<file path="config.mk">
export PLATFORM = sky130hd
export DESIGN_NAME = host_bridge
export DESIGN_NICKNAME = d
export VERILOG_FILES = /design/src/host_bridge_pkg.sv /design/src/stream_fifo.sv /design/src/stream_eof_tracker.sv /design/src/host_bridge.sv
export VERILOG_INCLUDE_DIRS = /design/src /design/src/src
export SDC_FILE = /design/constraint.sdc
export NUM_CORES = 1
export LEC_CHECK = 0
export BUFFER_PORTS_ARGS = -buffer_cell sky130_fd_sc_hd__buf_2
export CORE_ASPECT_RATIO = 0.9
export CORE_MARGIN = 1
export CORE_UTILIZATION = 35
export DETAILED_ROUTE_END_ITERATION = 10
export GPL_TIMING_DRIVEN = 0
export PLACE_DENSITY = 0.62
export SLEW_MARGIN = 15
export SYNTH_ARGS = -nofsm -noshare
export SYNTH_HDL_FRONTEND = slang
export SYNTH_SLANG_ARGS = --single-unit
</file>
<file path="constraint.sdc">
create_clock -name bus_clk -period 5.5 [get_ports bus_clk]
set_input_delay 1.375 -clock bus_clk [delete_from_list [all_inputs] [get_ports bus_clk]]
set_output_delay 1.375 -clock bus_clk [all_outputs]
set_load 0.01 [all_outputs]
</file>
<file path="src/host_bridge_settings.svh">
`ifndef HOST_BRIDGE_SETTINGS_SVH
`define HOST_BRIDGE_SETTINGS_SVH

// ************************************************************************
// Host stream bridge sizing
// ************************************************************************

// Width of one stream word on every host and application port
`define HB_WORD_WIDTH 32

// Inbound and outbound FIFOs
// log2 of the depth, 4 gives 16 entries
`define HB_FIFO_ADDR_BITS 4

// Loopback FIFO
// Smaller than the others, 3 gives 8 entries
// When it fills up the application sees pc_msg_empty high
`define HB_LOOP_ADDR_BITS 3

`endif

</file>
<file path="src/host_bridge_pkg.sv">
`include "host_bridge_settings.svh"

// ************************************************************************
// Types shared by the bridge, its FIFOs and the end-of-file logic
// ************************************************************************

package host_bridge_pkg;

  // One word of the host write, read and loopback streams
  typedef logic [`HB_WORD_WIDTH-1:0] host_word_t;

  // Outbound FIFO entry
  // last marks the final message the application sends
  typedef struct packed {
    host_word_t data;
    logic       last;
  } outbound_entry_t;

  // End-of-input message from the host, all ones
  localparam host_word_t HB_TERMINATOR = '1;

endpackage

</file>
<file path="src/stream_fifo.sv">
`timescale 1ns/1ps

`include "host_bridge_settings.svh"

// ************************************************************************
// Synchronous first-word-fall-through FIFO
// ************************************************************************
// Head entry sits on dout whenever empty is low
// rd_en pops it, so the next entry shows up after the same edge

module stream_fifo
  import host_bridge_pkg::*;
#(
  parameter type payload_t = host_word_t,
  parameter int  ADDR_BITS = `HB_FIFO_ADDR_BITS
) (
  input  logic     bus_clk,
  input  logic     rst,
  input  logic     wr_en,
  input  payload_t din,
  input  logic     rd_en,
  output payload_t dout,
  output logic     full,
  output logic     empty
);

  // Occupancy at which full is raised
  localparam logic [ADDR_BITS:0] DEPTH = {1'b1, {ADDR_BITS{1'b0}}};

  payload_t mem [0:(2**ADDR_BITS)-1];

  logic [ADDR_BITS-1:0] wr_ptr;
  logic [ADDR_BITS-1:0] rd_ptr;
  logic [ADDR_BITS:0]   count;
  logic [ADDR_BITS:0]   count_next;
  logic                 push;
  logic                 pop;

  // Writes while full and reads while empty are dropped here
  assign push = wr_en & ~full;
  assign pop  = rd_en & ~empty;

  // ************************************************************************
  // Storage
  // ************************************************************************

  always_ff @(posedge bus_clk) begin
    if (push) begin
      mem[wr_ptr] <= din;
    end
  end

  // Fall-through read port
  assign dout = mem[rd_ptr];

  // ************************************************************************
  // Pointers
  // ************************************************************************

  // Both wrap naturally at the power-of-two depth
  always_ff @(posedge bus_clk) begin
    if (rst) begin
      wr_ptr <= '0;
      rd_ptr <= '0;
    end else begin
      if (push) begin
        wr_ptr <= wr_ptr + 1'b1;
      end
      if (pop) begin
        rd_ptr <= rd_ptr + 1'b1;
      end
    end
  end

  // ************************************************************************
  // Occupancy and flags
  // ************************************************************************

  always_comb begin
    case ({push, pop})
      2'b10:   count_next = count + 1'b1;
      2'b01:   count_next = count - 1'b1;
      default: count_next = count;
    endcase
  end

  // Flags registered with the count, no combinational path from wr_en/rd_en
  always_ff @(posedge bus_clk) begin
    if (rst) begin
      count <= '0;
      full  <= 1'b0;
      empty <= 1'b1;
    end else begin
      count <= count_next;
      full  <= (count_next == DEPTH);
      empty <= (count_next == '0);
    end
  end

endmodule

</file>
<file path="src/stream_eof_tracker.sv">
`timescale 1ns/1ps

`include "host_bridge_settings.svh"

// ************************************************************************
// End-of-file flags for the host read and loopback streams
// ************************************************************************
// Two sticky bits, both cleared only by reset
//   term_seen    terminator message acknowledged by the application
//   last_popped  host has read the entry flagged as the final one

module stream_eof_tracker
  import host_bridge_pkg::*;
(
  input  logic       bus_clk,
  input  logic       rst,
  input  logic       msg_ack,
  input  host_word_t msg_data,
  input  logic       out_pop,
  input  logic       out_head_last,
  input  logic       out_empty,
  input  logic       wr_open,
  input  logic       loop_empty,
  output logic       rd_eof,
  output logic       loop_eof
);

  logic term_hit;
  logic last_hit;
  logic term_seen;
  logic last_popped;

  // msg_ack is expected to be qualified already, so it marks a real consume
  assign term_hit = msg_ack & (msg_data == HB_TERMINATOR);

  // Pop of the entry carrying the last flag
  assign last_hit = out_pop & out_head_last;

  // ************************************************************************
  // Sticky state
  // ************************************************************************

  always_ff @(posedge bus_clk) begin
    if (rst) begin
      term_seen <= 1'b0;
    end else if (term_hit) begin
      term_seen <= 1'b1;
    end
  end

  always_ff @(posedge bus_clk) begin
    if (rst) begin
      last_popped <= 1'b0;
    end else if (last_hit) begin
      last_popped <= 1'b1;
    end
  end

  // ************************************************************************
  // Flags
  // ************************************************************************

  // Read stream ends once the host drained everything after the terminator,
  // or right after the application's final entry went out
  assign rd_eof = (term_seen & out_empty) | last_popped;

  // Loopback ends when the write side is closed and nothing is left
  assign loop_eof = ~wr_open & loop_empty;

endmodule

</file>
<file path="src/host_bridge.sv">
`timescale 1ns/1ps

`include "host_bridge_settings.svh"

// ************************************************************************
// Host stream bridge
// ************************************************************************
// Host write  -> inbound FIFO  -> application (pc_msg)
// Application -> outbound FIFO -> host read (rd_data)
// Every acknowledged message is copied into the loopback FIFO

module host_bridge
  import host_bridge_pkg::*;
(
  input  logic       bus_clk,
  input  logic       rst,

  // Host write stream
  input  logic       wr_wren,
  input  host_word_t wr_data,
  input  logic       wr_open,
  output logic       wr_full,

  // Host read stream
  input  logic       rd_rden,
  input  logic       rd_open,
  output logic       rd_empty,
  output host_word_t rd_data,
  output logic       rd_eof,

  // Host loopback stream
  input  logic       loop_rden,
  output logic       loop_empty,
  output host_word_t loop_data,
  output logic       loop_eof,

  // Application receive side
  output host_word_t pc_msg,
  output logic       pc_msg_empty,
  input  logic       pc_msg_ack,

  // Application send side
  input  host_word_t fpga_msg,
  input  logic       fpga_msg_last,
  input  logic       fpga_msg_valid,
  output logic       fpga_msg_full
);

  logic            in_empty;
  logic            loop_full;
  logic            msg_ack;
  logic            out_wr;
  logic            out_pop;
  outbound_entry_t out_entry;
  outbound_entry_t out_head;

  // ************************************************************************
  // Inbound path and acknowledge gating
  // ************************************************************************

  // No message is offered while the loopback copy has nowhere to go
  assign pc_msg_empty = in_empty | loop_full;
  assign msg_ack      = pc_msg_ack & ~pc_msg_empty;

  stream_fifo #(
    .payload_t (host_word_t),
    .ADDR_BITS (`HB_FIFO_ADDR_BITS)
  ) u_inbound (
    .bus_clk (bus_clk),
    .rst     (rst),
    .wr_en   (wr_wren),
    .din     (wr_data),
    .rd_en   (msg_ack),
    .dout    (pc_msg),
    .full    (wr_full),
    .empty   (in_empty)
  );

  // Same head word that the application just consumed
  stream_fifo #(
    .payload_t (host_word_t),
    .ADDR_BITS (`HB_LOOP_ADDR_BITS)
  ) u_loopback (
    .bus_clk (bus_clk),
    .rst     (rst),
    .wr_en   (msg_ack),
    .din     (pc_msg),
    .rd_en   (loop_rden),
    .dout    (loop_data),
    .full    (loop_full),
    .empty   (loop_empty)
  );

  // ************************************************************************
  // Outbound path
  // ************************************************************************

  // Entries are discarded while the host has the read stream closed
  assign out_wr         = fpga_msg_valid & rd_open;
  assign out_entry.data = fpga_msg;
  assign out_entry.last = fpga_msg_last;

  stream_fifo #(
    .payload_t (outbound_entry_t),
    .ADDR_BITS (`HB_FIFO_ADDR_BITS)
  ) u_outbound (
    .bus_clk (bus_clk),
    .rst     (rst),
    .wr_en   (out_wr),
    .din     (out_entry),
    .rd_en   (rd_rden),
    .dout    (out_head),
    .full    (fpga_msg_full),
    .empty   (rd_empty)
  );

  assign rd_data = out_head.data;
  assign out_pop = rd_rden & ~rd_empty;

  // ************************************************************************
  // End-of-file generation
  // ************************************************************************

  stream_eof_tracker u_eof_tracker (
    .bus_clk       (bus_clk),
    .rst           (rst),
    .msg_ack       (msg_ack),
    .msg_data      (pc_msg),
    .out_pop       (out_pop),
    .out_head_last (out_head.last),
    .out_empty     (rd_empty),
    .wr_open       (wr_open),
    .loop_empty    (loop_empty),
    .rd_eof        (rd_eof),
    .loop_eof      (loop_eof)
  );

endmodule

</file>
# ---- After elaboration in Yosys (flattened, before gate mapping)
# Memory sizes are Yosys's and may differ from the RTL's. A register that Yosys moved wholly into a read port is not among the register bits.
# Index checks and enable logic that the tools add are counted.
dict set report word_totals {
  memories 3
  reg_bits 44
  mem_bits_rw 1296
  in_bits 74
  wordCells 82
  output_inout_bits 103
}
# name words width read_ports rd_ports_with_merged_regs wr line_no
set memory_table {}
lappend memory_table {u_outbound.mem 16 33 1 1 1 stream_fifo.sv:30} ;# payload_t mem [0:(2**ADDR_BITS)-1];
lappend memory_table {u_inbound.mem 16 32 1 1 1 stream_fifo.sv:30}
lappend memory_table {u_loopback.mem 8 32 1 1 1 stream_fifo.sv:30}
dict set report classes {
  add_sub_neg 12
  n_eq_ne 10
  bitwise 22
  n_reduce_logical 3
  n_mux 15
}
# operator n
set op_table {}
lappend op_table {{$eq A32 B32 Y1 const B} 1}
lappend op_table {{$add A4 B1 Y4 const B} 5}
lappend op_table {{$pmux W5 S2} 2}
lappend op_table {{$mux W4} 4}
lappend op_table {{$and A1 B1 Y1} 12}
lappend op_table {{$add A5 B1 Y5 const B} 2}
lappend op_table {{$eq A5 B5 Y1 const B} 2}
lappend op_table {{$logic_not A5 Y1} 2}
lappend op_table {{$sub A5 B1 Y5 const B} 2}
lappend op_table {{$not A1 Y1} 8}
lappend op_table {{$pmux W4 S2} 1}
lappend op_table {{$add A3 B1 Y3 const B} 2}
lappend op_table {{$eq A2 B1 Y1 const B} 3}
lappend op_table {{$eq A2 B2 Y1 const B} 3}
lappend op_table {{$mux W1} 6}
lappend op_table {{$mux W3} 2}
lappend op_table {{$eq A4 B4 Y1 const B} 1}
lappend op_table {{$logic_not A4 Y1} 1}
lappend op_table {{$sub A4 B1 Y4 const B} 1}
lappend op_table {{$or A1 B1 Y1} 2}

# ---- Longest topological paths before layout
dict set report depth {
  ltp_word 7
  ltp_mapped 12
  depth_no_buf 12
}

# ---- Modules after synthesis
# From an unflattened synthesis, not the netlist that was laid out.
dict set report unflattened {
  cells_unflattened 2166
  hier_area_um2 51719.6
}
# module cells_per_inst area_per_inst_um2 seq_area_each_um2 instances
set modules_own_cells {}
lappend modules_own_cells {{stream_fifo at u_outbound} 857 20810.0 16235.6 1}
lappend modules_own_cells {{stream_fifo at u_inbound} 833 20427.1 15755.1 1}
lappend modules_own_cells {{stream_fifo at u_loopback} 452 10307.4 7987.7 1}
lappend modules_own_cells {stream_eof_tracker 20 148.9 40.0 1}
lappend modules_own_cells {host_bridge 4 26.3 0.0 1}

# ---- Worst setup path after synthesis
# Ideal clock, no wire load.
dict set report synth_timing {
  path_type {input to register}
  startpoint {input port pc_msg_ack}
  endpoint {memory u_loopback.mem[0][0] (netlist bit), enable pin}
  path_slack_ns 0.044
  stages 4
  arrival_time_ns 4.955
  t_required_ns 4.999
  setup_ns 0.501
  path_buffers 1
  cell_sequence {nor3b_2 -> inv_2 -> buf_2 -> nor4_1}
}
dict set report synth_between {
  elab_chain_len 4
}
# item line_no
set synth_lines {}
lappend synth_lines {{start, declared} host_bridge.sv:40} ;# input logic pc_msg_ack,
lappend synth_lines {{$and A1 B1 Y1} host_bridge.sv:63} ;# assign msg_ack = pc_msg_ack & ~pc_msg_empty;
lappend synth_lines {{$and A1 B1 Y1} stream_fifo.sv:40} ;# assign push = wr_en & ~full;
lappend synth_lines {{$mux W1} stream_fifo.sv:48} ;# if (push) begin
lappend synth_lines {{$mux W1 (implied by the code)} stream_fifo.sv:49} ;# mem[wr_ptr] <= din;
lappend synth_lines {{end, declared} stream_fifo.sv:30}
# Every way passes these cells.

==> impl_results.md <==
- Outcome: completed
- Crit-path max cell delay: 0.76 ns
- CP most frequent cell: clkbuf_1
- Least-Margin Pin Slew: 1.10 ns
- P per Cell Area: 409 nW/um^2
- Post-CTS sizing: 0
- Port bufs: around 180
- Wire per inst: ~27 microns
- Clk_skew: 0.0469 ns
- Deepest clock path buffer count: 3
- First-pass GRT wire length: 180 mm
- RSZ-0062 raised after global routing: no
- Synthesis-stage register bit count: 1,351
- Fin nets: 2,728
- Crit Path Class: reg -> out
- Ys Warns: 0
- Site Rows: 132
- CTS root buf: clkbuf_16
- Max_cap viols: 0
- Final setup vio count: 0
- GRT Residual Overflow: 0
- Worst Setup Start Kind: register
- WP data arrival: roughly 4 ns
- # clock sinks: 1,351
- Post-CTS Hold Fix Bufs: 0
- Leak pwr: 18.9 nW
- Crit end category: output pin
- Largest net degree at the start of global routing: 22
- Cell variety after synth: 52
- Most common cell after layout, fill and taps aside: edfxtp_1
- Detailed Place HPWL: 82.1 mm
- Vias: 24.6k
- Place WS: around 0.93 ns
- Placed Area: 56,000 sq um
- Area Growth Syn to Fin: 18.4%
- Post-Place Cells: 4,435
- Die X-Extent: 405 microns
- Cells after synthesis: 2,222
- Global placement routability congestion: 0.745
- Final Max Tran Viols: 0
- Fin area: 60,700 sq um
- Syn avg cell area: 23.1 sq um
- First DRT Iteration DRCs: about 2.6k
- Htree depth: 4
- Post-synthesis sequential area ratio: between 70% and 80%
- VDD IR-drop max: 0.000237 V
- Synthesized Nets: approximately 2.3k
- Total track usage: around 17%
- Boundary Pins: between 150 and 200
- Vias in the first global route: 25.4k
- Setup slack after layout: 0.182 ns
- Final Hold Fails: 0
- Layout cell share with drive strength beyond 1: around 34%
- Die height: 365 microns
- Cell area after synthesis: 51,200 sq um
- Die ar.: between 100,000 and 150,000 sq um
- Number of synthesized flops with an enable pin: roughly 1.3k
- Critical Path RT: 4.12 ns
- Initial core utilization: 35.4%
- Fmax: 0.188 GHz
- Worst-path cell chain: clkbuf_1 > clkbuf_1 > clkbuf_1 > mux4_2 > mux4_2 > buf_2
- Clk slew on worst S/H paths: 0.05 ns
- DRC: 0
- CP max FO: 10
- Slew HR: 26.8%
- HP Class: reg -> reg
- Slowest CP cell: clkbuf_1
- Fin util: 41.9%
- CTS tree: yes
- Vias per Instance: 5.24
- Async S/R FF share, synth: 0%
- Main synth FF type: edfxtp_1
- Commonest cells after routing, fill and taps aside: edfxtp_1, mux4_2, buf_2
- Routed Antenna Nets: 0
- Worst skew pair latency: between 0.7 and 0.8 ns
- Post-CTS Repair Setup Buffers: 0
- Fin crit share: slightly below 100%
- Cts bufs inserted: 140
- Setup TNS: 0 ns
- Non-filler cells in the finished layout: 4,693
- DRT Pass-1 Iters: 5
- Initial antenna violation count: 22
- Routed WL: 126 mm
- Core Area: 145,000 sq um
- Tmin final: 5.32 ns
-- sequential cells by signal (all words and copies together), names as in the netlist, 3 cells and up, named ones only --
| register | count |
|---|---|
| u_outbound.wr_ptr | 4 |
| u_inbound.mem | 512 |
| u_loopback.mem | 256 |
| u_inbound.wr_ptr | 4 |
| u_outbound.rd_ptr | 4 |
| u_loopback.rd_ptr | 3 |
| u_loopback.wr_ptr | 3 |
| u_outbound.mem | 528 |
| u_inbound.rd_ptr | 4 |
| u_outbound.count | 5 |
| u_inbound.count | 5 |
| u_loopback.count | 4 |
-- Yosys cell counts (all sizes together), types with 4 or more instances --
cell       n  area (sq um)
a22oi     62           465
xor2      20           175
nor3b      6          50.1
edfxtp  1296         38900
nor2      72           270
xnor2     11          96.3
buf       52           295
inv        8          30.0
o21ai      6          30.0
ha        20           250
mux2      32           360
dfxtp     55          1100
nand2     57           216
clkbuf    63           236
nor3      17          85.1
a21oi     14          70.1
nand4     12          81.3
nor2b      7          43.8
mux4     358          8060
mux2i      8          80.1
nand2b     9          56.3
nor4       4          25.0
-- cell families (layout without fill, tap and decap cells) --
| family | after synthesis | count (layout) | synth area share, % |
|---|---|---|---|
| buffers and inverters | 123 | 645 | 1.10 |
| other | 0 | 6 | 0 |
| DFF | 1351 | 1351 | 78.1 |
| AOI/OAI and AO/OA | 101 | 101 | 1.38 |
| muxes | 398 | 398 | 16.6 |
| xor gates and xnor gates | 31 | 31 | 0.530 |
| and+or+nand+nor | 198 | 198 | 1.82 |
| adders and majority gates | 20 | 20 | 0.488 |
-- critical path, delay by kind of cell, from the launching register on --
kind                   cells  cell delay (ns)
buffers and inverters      4             1.94
DFF                        1             0.30
muxes                      2             0.95
-- layout make-up --
class                   instances  area [sq um]
fillers                     12400         84000
plain buffers                 115           534
multi-input cells             748         10900
clock buffers                 172          3670
diodes                          6          15.0
well taps                    1943          2430
repair buffers                270          2090
clock inverters                80           960
flip-flops and latches       1351         40000
inverters                       8          30.0
-- through the flow --
| step | hold slack (ns) | power (mW) |
|---|---|---|
| floorplan | 0.439 | 14.3 |
| global placement | 0.474 | 15.5 |
| detailed placement | 0.482 | 15.6 |
| CTS | 0.497 | 25.0 |
| global route | 0.529 | 25.6 |
| finish | 0.485 | 24.8 |
-- final timing paths --
kind	from	endpoint	slack, ns	cells past startpoint
worst min-delay path	u_eof_tracker.last_popped	u_eof_tracker.last_popped	0.49	2
worst max-delay path	register	rd_data[13]	0.18	6
worst min register to register	u_eof_tracker.last_popped	u_eof_tracker.last_popped	0.49	2
worst max register to register	register	u_eof_tracker.term_seen	1.90	8
-- metal layers --
layer	wire length [microns]	track usage, %	vias to the layer above
li1	-	-	10200
met1	51700	22.8	13100
met2	61500	27.9	1021
met3	10100	4.13	202
met4	2430	4.35	12
met5	62	0	-
-- where the power goes --
part / leakage [nW] / switching, mW / total, mW / internal (mW)
combinational: 4.54 / 2.01 / 3.54 / 1.52
sequential: 12.1 / 0.118 / 11.8 / 11.7
clock: 2.23 / 4.05 / 9.44 / 5.39
total: 18.9 / 6.18 / 24.8 / 18.6
(Power assumes the default switching activity.)
